===== src/source/uart_pkg.sv =====
package uart_pkg;

  // Bus and buffer sizing
  localparam int addr_width = 5;
  localparam int fifo_depth = 8;
  localparam int level_width = 4;
  localparam int cnt_width = 3;

  // Roughly 115200 baud from a 10 MHz clock
  localparam logic [15:0] div_reset = 16'd85;

  localparam logic [1:0] resp_okay = 2'b00;
  localparam logic [1:0] resp_slverr = 2'b10;

  // Register opcodes, reg_none for anything unmapped
  typedef enum logic [2:0] {
    reg_txdata,
    reg_rxdata,
    reg_txctrl,
    reg_rxctrl,
    reg_ie,
    reg_ip,
    reg_div,
    reg_none
  } uart_reg_e;

  typedef enum logic [1:0] {
    tx_idle,
    tx_start,
    tx_data,
    tx_stop
  } tx_state_e;

  typedef enum logic [1:0] {
    rx_idle,
    rx_start,
    rx_data,
    rx_stop
  } rx_state_e;

endpackage


===== src/source/uart_axil_front.sv =====
`timescale 1ns/10ps

module uart_axil_front (
  input  logic                            clock,
  input  logic                            reset,
  input  logic [uart_pkg::addr_width-1:0] s_awaddr,
  input  logic                            s_awvalid,
  output logic                            s_awready,
  input  logic [31:0]                     s_wdata,
  input  logic [3:0]                      s_wstrb,
  input  logic                            s_wvalid,
  output logic                            s_wready,
  output logic [1:0]                      s_bresp,
  output logic                            s_bvalid,
  input  logic                            s_bready,
  input  logic [uart_pkg::addr_width-1:0] s_araddr,
  input  logic                            s_arvalid,
  output logic                            s_arready,
  output logic [31:0]                     s_rdata,
  output logic [1:0]                      s_rresp,
  output logic                            s_rvalid,
  input  logic                            s_rready,
  output logic                            wr_en,
  output uart_pkg::uart_reg_e             wr_op,
  output logic [31:0]                     wr_data,
  output logic                            rd_en,
  output uart_pkg::uart_reg_e             rd_op,
  input  logic [31:0]                     rd_data
);
  import uart_pkg::*;

  function automatic uart_reg_e decode(input logic [addr_width-1:0] addr);
    uart_reg_e op;
    if (addr[1:0] != 2'b00) begin
      op = reg_none;
    end else begin
      case (addr[addr_width-1:2])
        3'd0: op = reg_txdata;
        3'd1: op = reg_rxdata;
        3'd2: op = reg_txctrl;
        3'd3: op = reg_rxctrl;
        3'd4: op = reg_ie;
        3'd5: op = reg_ip;
        3'd6: op = reg_div;
        default: op = reg_none;
      endcase
    end
    return op;
  endfunction

  // Both write halves go in the same cycle
  assign s_awready = !s_bvalid && (s_wvalid || !s_awvalid);
  assign s_wready = !s_bvalid && (s_awvalid || !s_wvalid);
  assign s_arready = !s_rvalid;

  assign wr_en = s_awvalid && s_wvalid && !s_bvalid;
  assign wr_op = decode(s_awaddr);
  // Byte strobes ignored, writes are full words
  assign wr_data = s_wdata;

  assign rd_en = s_arvalid && !s_rvalid;
  assign rd_op = decode(s_araddr);

  always_ff @(posedge clock or posedge reset) begin
    if (reset) begin
      s_bvalid <= 1'b0;
      s_bresp <= resp_okay;
    end else if (wr_en) begin
      s_bvalid <= 1'b1;
      s_bresp <= (wr_op == reg_none) ? resp_slverr : resp_okay;
    end else if (s_bready) begin
      s_bvalid <= 1'b0;
    end
  end

  always_ff @(posedge clock or posedge reset) begin
    if (reset) begin
      s_rvalid <= 1'b0;
      s_rresp <= resp_okay;
    end else if (rd_en) begin
      s_rvalid <= 1'b1;
      s_rresp <= (rd_op == reg_none) ? resp_slverr : resp_okay;
    end else if (s_rready) begin
      s_rvalid <= 1'b0;
    end
  end

  // Read data captured at acceptance
  always_ff @(posedge clock) begin
    if (rd_en) begin
      s_rdata <= rd_data;
    end
  end

  bvalid_hold_a: assert property (@(posedge clock) disable iff (reset)
    s_bvalid && !s_bready |=> s_bvalid);

  rvalid_hold_a: assert property (@(posedge clock) disable iff (reset)
    s_rvalid && !s_rready |=> s_rvalid && $stable(s_rdata));

endmodule


===== src/source/uart_reg_bank.sv =====
`timescale 1ns/10ps

module uart_reg_bank (
  input  logic                             clock,
  input  logic                             reset,
  input  logic                             wr_en,
  input  uart_pkg::uart_reg_e              wr_op,
  input  logic [31:0]                      wr_data,
  input  logic                             rd_en,
  input  uart_pkg::uart_reg_e              rd_op,
  input  logic [uart_pkg::level_width-1:0] tx_level,
  input  logic [uart_pkg::level_width-1:0] rx_level,
  input  logic [7:0]                       rx_byte,
  output logic [31:0]                      rd_data,
  output logic                             tx_push,
  output logic [7:0]                       tx_byte,
  output logic                             rx_pop,
  output logic                             txen,
  output logic                             nstop,
  output logic                             rxen,
  output logic [15:0]                      div,
  output logic                             irq
);
  import uart_pkg::*;

  logic [cnt_width-1:0] txcnt;
  logic [cnt_width-1:0] rxcnt;
  logic ie_txwm;
  logic ie_rxwm;
  logic ip_txwm;
  logic ip_rxwm;
  logic tx_full;
  logic rx_empty;

  assign tx_full = tx_level == level_width'(fifo_depth);
  assign rx_empty = rx_level == '0;

  // Watermark pending bits follow the levels directly
  assign ip_txwm = tx_level < level_width'(txcnt);
  assign ip_rxwm = rx_level > level_width'(rxcnt);
  assign irq = (ip_txwm && ie_txwm) || (ip_rxwm && ie_rxwm);

  assign tx_push = wr_en && wr_op == reg_txdata && !tx_full;
  assign tx_byte = wr_data[7:0];
  assign rx_pop = rd_en && rd_op == reg_rxdata && !rx_empty;

  always_ff @(posedge clock or posedge reset) begin
    if (reset) begin
      txen <= 1'b0;
      nstop <= 1'b0;
      txcnt <= '0;
      rxen <= 1'b0;
      rxcnt <= '0;
      ie_txwm <= 1'b0;
      ie_rxwm <= 1'b0;
      div <= div_reset;
    end else if (wr_en) begin
      case (wr_op)
        reg_txctrl: begin
          txen <= wr_data[0];
          nstop <= wr_data[1];
          txcnt <= wr_data[18:16];
        end
        reg_rxctrl: begin
          rxen <= wr_data[0];
          rxcnt <= wr_data[18:16];
        end
        reg_ie: begin
          ie_txwm <= wr_data[0];
          ie_rxwm <= wr_data[1];
        end
        reg_div: div <= wr_data[15:0];
        default: ;
      endcase
    end
  end

  always_comb begin
    case (rd_op)
      reg_txdata: rd_data = {tx_full, 31'd0};
      // Byte field only valid when not empty
      reg_rxdata: rd_data = rx_empty ? {1'b1, 31'd0} : {24'd0, rx_byte};
      reg_txctrl: rd_data = {13'd0, txcnt, 14'd0, nstop, txen};
      reg_rxctrl: rd_data = {13'd0, rxcnt, 15'd0, rxen};
      reg_ie: rd_data = {30'd0, ie_rxwm, ie_txwm};
      reg_ip: rd_data = {30'd0, ip_rxwm, ip_txwm};
      reg_div: rd_data = {16'd0, div};
      default: rd_data = 32'd0;
    endcase
  end

  // A push into a full FIFO would carry the level past the depth
  tx_push_room_a: assert property (@(posedge clock) disable iff (reset)
    tx_level <= level_width'(fifo_depth));

endmodule


===== src/source/uart_fifo.sv =====
`timescale 1ns/10ps

module uart_fifo (
  input  logic                             clock,
  input  logic                             reset,
  input  logic                             push,
  input  logic [7:0]                       push_data,
  input  logic                             pop,
  output logic [7:0]                       pop_data,
  output logic [uart_pkg::level_width-1:0] level
);
  import uart_pkg::*;

  logic [7:0] mem [fifo_depth];
  logic [$clog2(fifo_depth)-1:0] wr_ptr;
  logic [$clog2(fifo_depth)-1:0] rd_ptr;

  // Head entry visible without a pop
  assign pop_data = mem[rd_ptr];

  always_ff @(posedge clock) begin
    if (push) begin
      mem[wr_ptr] <= push_data;
    end
  end

  always_ff @(posedge clock or posedge reset) begin
    if (reset) begin
      wr_ptr <= '0;
      rd_ptr <= '0;
      level <= '0;
    end else begin
      if (push) begin
        wr_ptr <= wr_ptr + 1'b1;
      end
      if (pop) begin
        rd_ptr <= rd_ptr + 1'b1;
      end
      if (push && !pop) begin
        level <= level + 1'b1;
      end else if (pop && !push) begin
        level <= level - 1'b1;
      end
    end
  end

  fifo_bounds_a: assert property (@(posedge clock) disable iff (reset)
    !(push && !pop && level == level_width'(fifo_depth)) && !(pop && level == '0));

endmodule


===== src/source/uart_tx.sv =====
`timescale 1ns/10ps

module uart_tx (
  input  logic                             clock,
  input  logic                             reset,
  input  logic                             txen,
  input  logic                             nstop,
  input  logic [15:0]                      div,
  input  logic [uart_pkg::level_width-1:0] fifo_level,
  input  logic [7:0]                       fifo_data,
  output logic                             fifo_pop,
  output logic                             tx
);
  import uart_pkg::*;

  tx_state_e state;
  logic [15:0] baud_cnt;
  logic [2:0] bit_cnt;
  logic [7:0] shift;
  logic bit_end;

  // Each bit lasts div+1 cycles
  assign bit_end = baud_cnt >= div;
  assign fifo_pop = state == tx_idle && txen && fifo_level != '0;

  assign tx = (state == tx_start) ? 1'b0 : (state == tx_data) ? shift[0] : 1'b1;

  always_ff @(posedge clock or posedge reset) begin
    if (reset) begin
      state <= tx_idle;
      baud_cnt <= '0;
      bit_cnt <= '0;
    end else if (state == tx_idle) begin
      baud_cnt <= '0;
      bit_cnt <= '0;
      if (fifo_pop) begin
        state <= tx_start;
      end
    end else if (!bit_end) begin
      baud_cnt <= baud_cnt + 16'd1;
    end else begin
      baud_cnt <= '0;
      case (state)
        tx_start: state <= tx_data;
        tx_data: begin
          bit_cnt <= bit_cnt + 3'd1;
          if (bit_cnt == 3'd7) begin
            state <= tx_stop;
          end
        end
        tx_stop: begin
          // bit_cnt marks the second stop bit
          if (nstop && bit_cnt == 3'd0) begin
            bit_cnt <= 3'd1;
          end else begin
            state <= tx_idle;
          end
        end
        default: state <= tx_idle;
      endcase
    end
  end

  // LSB first
  always_ff @(posedge clock) begin
    if (fifo_pop) begin
      shift <= fifo_data;
    end else if (state == tx_data && bit_end) begin
      shift <= {1'b0, shift[7:1]};
    end
  end

endmodule


===== src/source/uart_rx.sv =====
`timescale 1ns/10ps

module uart_rx (
  input  logic                             clock,
  input  logic                             reset,
  input  logic                             rxen,
  input  logic [15:0]                      div,
  input  logic                             rx,
  input  logic [uart_pkg::level_width-1:0] fifo_level,
  output logic                             fifo_push,
  output logic [7:0]                       fifo_data
);
  import uart_pkg::*;

  rx_state_e state;
  logic rx_meta;
  logic rx_sync;
  logic rx_last;
  logic [15:0] baud_cnt;
  logic [15:0] half_point;
  logic [2:0] bit_cnt;
  logic [7:0] shift;
  logic bit_end;

  // Line idles high
  always_ff @(posedge clock or posedge reset) begin
    if (reset) begin
      rx_meta <= 1'b1;
      rx_sync <= 1'b1;
      rx_last <= 1'b1;
    end else begin
      rx_meta <= rx;
      rx_sync <= rx_meta;
      rx_last <= rx_sync;
    end
  end

  // Half a bit to reach the middle of the start bit
  assign half_point = {1'b0, div[15:1]};
  assign bit_end = (state == rx_start) ? (baud_cnt >= half_point) : (baud_cnt >= div);

  // Bad stop bit or full FIFO drops the byte
  assign fifo_push = state == rx_stop && bit_end && rx_sync && rxen &&
                     fifo_level != level_width'(fifo_depth);
  assign fifo_data = shift;

  always_ff @(posedge clock or posedge reset) begin
    if (reset) begin
      state <= rx_idle;
      baud_cnt <= '0;
      bit_cnt <= '0;
    end else if (state == rx_idle) begin
      baud_cnt <= '0;
      bit_cnt <= '0;
      if (rxen && rx_last && !rx_sync) begin
        state <= rx_start;
      end
    end else if (!bit_end) begin
      baud_cnt <= baud_cnt + 16'd1;
    end else begin
      baud_cnt <= '0;
      case (state)
        // Glitch, not a start bit
        rx_start: state <= rx_sync ? rx_idle : rx_data;
        rx_data: begin
          bit_cnt <= bit_cnt + 3'd1;
          if (bit_cnt == 3'd7) begin
            state <= rx_stop;
          end
        end
        default: state <= rx_idle;
      endcase
    end
  end

  always_ff @(posedge clock) begin
    if (state == rx_data && bit_end) begin
      shift <= {rx_sync, shift[7:1]};
    end
  end

endmodule


===== src/source/uart_top.sv =====
`timescale 1ns/10ps

module uart_top (
  input  logic                            clock,
  input  logic                            reset,
  input  logic [uart_pkg::addr_width-1:0] s_awaddr,
  input  logic                            s_awvalid,
  output logic                            s_awready,
  input  logic [31:0]                     s_wdata,
  input  logic [3:0]                      s_wstrb,
  input  logic                            s_wvalid,
  output logic                            s_wready,
  output logic [1:0]                      s_bresp,
  output logic                            s_bvalid,
  input  logic                            s_bready,
  input  logic [uart_pkg::addr_width-1:0] s_araddr,
  input  logic                            s_arvalid,
  output logic                            s_arready,
  output logic [31:0]                     s_rdata,
  output logic [1:0]                      s_rresp,
  output logic                            s_rvalid,
  input  logic                            s_rready,
  output logic                            tx,
  input  logic                            rx,
  output logic                            irq
);
  import uart_pkg::*;

  logic wr_en;
  logic rd_en;
  uart_reg_e wr_op;
  uart_reg_e rd_op;
  logic [31:0] wr_data;
  logic [31:0] rd_data;
  logic tx_push;
  logic tx_pop;
  logic rx_push;
  logic rx_pop;
  logic [7:0] tx_byte;
  logic [7:0] tx_head;
  logic [7:0] rx_byte;
  logic [7:0] rx_head;
  logic [level_width-1:0] tx_level;
  logic [level_width-1:0] rx_level;
  logic txen;
  logic nstop;
  logic rxen;
  logic [15:0] div;

  uart_axil_front front0 (
    .clock(clock), .reset(reset),
    .s_awaddr(s_awaddr), .s_awvalid(s_awvalid), .s_awready(s_awready),
    .s_wdata(s_wdata), .s_wstrb(s_wstrb), .s_wvalid(s_wvalid), .s_wready(s_wready),
    .s_bresp(s_bresp), .s_bvalid(s_bvalid), .s_bready(s_bready),
    .s_araddr(s_araddr), .s_arvalid(s_arvalid), .s_arready(s_arready),
    .s_rdata(s_rdata), .s_rresp(s_rresp), .s_rvalid(s_rvalid), .s_rready(s_rready),
    .wr_en(wr_en), .wr_op(wr_op), .wr_data(wr_data),
    .rd_en(rd_en), .rd_op(rd_op), .rd_data(rd_data)
  );

  uart_reg_bank bank0 (
    .clock(clock), .reset(reset),
    .wr_en(wr_en), .wr_op(wr_op), .wr_data(wr_data),
    .rd_en(rd_en), .rd_op(rd_op),
    .tx_level(tx_level), .rx_level(rx_level), .rx_byte(rx_head),
    .rd_data(rd_data), .tx_push(tx_push), .tx_byte(tx_byte), .rx_pop(rx_pop),
    .txen(txen), .nstop(nstop), .rxen(rxen), .div(div), .irq(irq)
  );

  uart_fifo tx_fifo0 (
    .clock(clock), .reset(reset),
    .push(tx_push), .push_data(tx_byte), .pop(tx_pop),
    .pop_data(tx_head), .level(tx_level)
  );

  uart_fifo rx_fifo0 (
    .clock(clock), .reset(reset),
    .push(rx_push), .push_data(rx_byte), .pop(rx_pop),
    .pop_data(rx_head), .level(rx_level)
  );

  uart_tx tx0 (
    .clock(clock), .reset(reset),
    .txen(txen), .nstop(nstop), .div(div),
    .fifo_level(tx_level), .fifo_data(tx_head),
    .fifo_pop(tx_pop), .tx(tx)
  );

  uart_rx rx0 (
    .clock(clock), .reset(reset),
    .rxen(rxen), .div(div), .rx(rx), .fifo_level(rx_level),
    .fifo_push(rx_push), .fifo_data(rx_byte)
  );

endmodule


===== config.mk =====
export PLATFORM = sky130hd
export DESIGN_NAME = uart_top
export DESIGN_NICKNAME = d
export VERILOG_FILES = /design/src/source/uart_pkg.sv /design/src/source/uart_axil_front.sv /design/src/source/uart_reg_bank.sv /design/src/source/uart_fifo.sv /design/src/source/uart_tx.sv /design/src/source/uart_rx.sv /design/src/source/uart_top.sv
export SDC_FILE = /design/constraint.sdc
export NUM_CORES = 1
export LEC_CHECK = 0
export ABC_AREA = 1
export BUFFER_PORTS_ARGS = -buffer_cell sky130_fd_sc_hd__buf_2
export CORE_MARGIN = 1
export CORE_UTILIZATION = 67
export CTS_BUF_LIST = sky130_fd_sc_hd__clkbuf_4
export DETAILED_ROUTE_END_ITERATION = 12
export PLACE_DENSITY = 0.95
export SYNTH_ARGS = -nofsm -noshare
export SYNTH_HDL_FRONTEND = slang
export SYNTH_SLANG_ARGS = --single-unit

===== constraint.sdc =====
create_clock -name clock -period 7.8 [get_ports clock]
set_input_delay 1.56 -clock clock [delete_from_list [all_inputs] [get_ports clock]]
set_output_delay 1.56 -clock clock [all_outputs]
set_load 0.005 [all_outputs]

==> reports/metrics.csv <==
metric,value,unit
grt_max_degree,65,
yosysWarnings,0,
drive_gt1_frac,0.162,
drv_slew,0,
synth_compound_area_frac,0.0934,
post-route-min-period,3.82,ns
dieArea,19000,µm²
h-tree-depth,2,
cp-start-kind,flop,
synthMuxAreaShare,0.0106,
finClkSkew,0.0289,ns
hp-class,flop to flop,
nets,1406,
route.detailed.drc,0,
ys_seq_elements,260,
area_delta_synth_final,10.6,%
drv_cap,0,
setup_tns,0,ns
yosys.area.top_type_share,0.397,
syn_inst,1165,
synthAdderAreaFrac,0.0810,
crit_type,flop to primary output,
cts_sinks,260,
hold_slack,0.365,ns
status,completed,
start_util,0.687,
grt_use_total,0.334,
post_synth_and_or_nand_nor_area_fraction,0.151,
yosysMostFrequentCell,nand2_1,
worstPathRequired,6.24,ns
syn_area,12400,µm²
ir_worst_vdd,0.000170,V
grt_overflow,0,
synth_edf_count,164,
finalSetupViolCount,0,
clock_path_buffers,3,
synth_top_family_by_area,simple AND/OR/NAND/NOR gates,
die_w,138,µm
first_pass_iters,5,
via_count,9568,
portBuffers,65,
synth.yosys.seq_area_share,0.592,
hold_depth,0,
clk_latency,0.72,ns
postCtsHoldBufs,0,
synth_area_leaders,"edfxtp_1, dfrtp_1, ha_1",
max_freq,262,MHz
num_rows,49,
crit_slowest_cell,dfrtp_1,
synth_xor_area_frac,0.0191,
leakage,0.00589,µW
netlist-cell-type-count,48,
num_io_pins,97,
synthTopCellsByCount,"nand2_1, edfxtp_1, nor2_1, o21ai_0, inv_1",
core-area,18000,µm²
power.density,271,nW/µm²
yosys.area.top_type,edfxtp_1,
grt_pass1_wl,47700,µm
avgSynthCellArea,10.6,µm²
die_y,138,µm
cts_buffers,61,
rsz0062_at_grt,no,
post-cts-setup-buffers,0,
crit_top_cell,o21ai_0,
n_fill_cell,1045,
postSynth.asyncResetShare,0.369,
ant_nets,0,
crit_chain,"ha_1, o21a_1, o21ai_0, nand2_1, o21ai_0, buf_2",
period_share,0.490,
critPathMaxStageDelay,0.45,ns
crit_fanout,5,
wl_per_cell,19.5,µm
cts_tree,yes,
via_per_inst,6.16,
gp_congestion,0.910,
drtIter0Drc,1093,
hold_violations,0,
dp_hpwl,18700,µm
drt-total-wl,30200,µm
tightest_slew,1.35,ns
slew_headroom,0.0954,
cts_root_buffer,clkbuf_4,
ctsResizeCount,0,
rr_worst_depth,24,
antenna_found_initial,1,
clkSlewWorstSetupHoldPaths,0.08,ns
first_global_vias,9672,
synthFlopType,edfxtp_1,
crit_arrival,2.26,ns
crit_path_end_kind,primary output,
worst max-delay path: cells and delay by family (launching register included):
family          cells  cell delay (ns)
fa+ha+maj           1             0.31
compound gates      3             0.51
simple gates        1             0.11
buf+inv             1             0.17
flops               1             0.45
layer usage:
metal / track usage / vias up / wire [µm] / share of wire
li1: - / 4264 / - / -
met1: 0.404 / 4496 / 10900 / 0.36
met2: 0.552 / 673 / 14800 / 0.49
met3: 0.0786 / 135 / 3030 / 0.10
met4: 0.191 / 0 / 1470 / 0.049
met5: 0 / - / 0 / 0
sequential cells by signal, summed over array words and instances (netlist names), 2 cells and up:
| register | count |
|---|---|
| bank0.div | 16 |
| bank0.rxcnt | 3 |
| bank0.txcnt | 3 |
| front0.s_rdata | 20 |
| rx0.baud_cnt | 16 |
| rx0.bit_cnt | 3 |
| rx0.fifo_data | 8 |
| rx0.state | 2 |
| rx_fifo0.level | 4 |
| rx_fifo0.mem | 64 |
| rx_fifo0.rd_ptr | 3 |
| rx_fifo0.wr_ptr | 3 |
| tx0.baud_cnt | 16 |
| tx0.bit_cnt | 3 |
| tx0.shift | 8 |
| tx0.state | 2 |
| tx_fifo0.level | 4 |
| tx_fifo0.mem | 64 |
| tx_fifo0.rd_ptr | 3 |
| tx_fifo0.wr_ptr | 3 |
cells by family after synthesis:
family                     count (synthesis)
xor gates and xnor gates                  27
AOI/OAI and AO/OA                        206
other                                      1
DFF                                      260
buffers and inverters                    155
and+or+nand+nor                          424
muxes                                     13
adders and majority gates                 79
final cells by class:
| type | count | area (µm²) | area share |
|---|---|---|---|
| Antenna cell | 1 | 2.50 | 0.000183 |
| Clock buffer | 84 | 631 | 0.0460 |
| Clock inverter | 29 | 169 | 0.0123 |
| Inverter | 114 | 430 | 0.0314 |
| Multi-Input combinational cell | 763 | 4460 | 0.326 |
| Sequential cell | 260 | 7340 | 0.535 |
| Tap cell | 229 | 287 | 0.0209 |
| Timing Repair Buffer | 73 | 385 | 0.0281 |
stage by stage:
stage               instances  area [µm²]  setup WS (ns)  utilization  power, µW
detailed placement       1439       12900           3.54        0.715       2550
finish                   1553       13700           3.98        0.760       3720
CTS                      1552       13700           3.99        0.760       3700
floorplan                1178       12400           3.75            -       2300
global placement         1439       12900           3.62        0.715       2460
global route             1553       13700           3.83        0.760       3900
path summary, 6_finish.rpt:
path / slack [ns] / from / end
worst max-delay path: 3.98 / tx_fifo0.level[1]$_DFFE_PP0P_ / irq
worst min-delay path: 0.36 / rx0.rx_meta$_DFF_PP1_ / rx0.rx_sync$_DFF_PP1_
worst max register to register: 4.17 / bank0.div[2]$_DFFE_PP1P_ / rx_fifo0.level[3]$_DFFE_PP0P_
worst min register to register: 0.36 / rx0.rx_meta$_DFF_PP1_ / rx0.rx_sync$_DFF_PP1_
max in group asynchronous: 5.72 / reset / rx0.bit_cnt[0]$_DFFE_PP0P_
min in group asynchronous: 0.86 / reset / rx_fifo0.rd_ptr[2]$_DFFE_PP0P_
power breakdown:
| group | switching [µW] | internal [µW] | total [µW] |
|---|---|---|---|
| Sequential | 121 | 1570 | 1690 |
| Clock | 558 | 568 | 1130 |
| Combinational | 604 | 295 | 899 |
| Total | 1280 | 2430 | 3720 |
placed cells by master, fill, tap and decap left out, types with 12 or more instances in the layout:
| master | count |
|---|---|
| nor2_2 | 12 |
| conb_1 | 14 |
| clkbuf_4 | 84 |
| nor2_1 | 136 |
| o22ai_1 | 19 |
| buf_2 | 65 |
| xor2_1 | 19 |
| clkinv_1 | 22 |
| nor3_1 | 23 |
| nand3_1 | 51 |
| mux2i_1 | 12 |
| inv_1 | 104 |
| o221ai_1 | 12 |
| edfxtp_1 | 164 |
| nand2_1 | 169 |
| a21oi_1 | 32 |
| o21ai_0 | 118 |
| ha_1 | 77 |
| dfrtp_1 | 89 |
(Power assumes the default switching activity.)
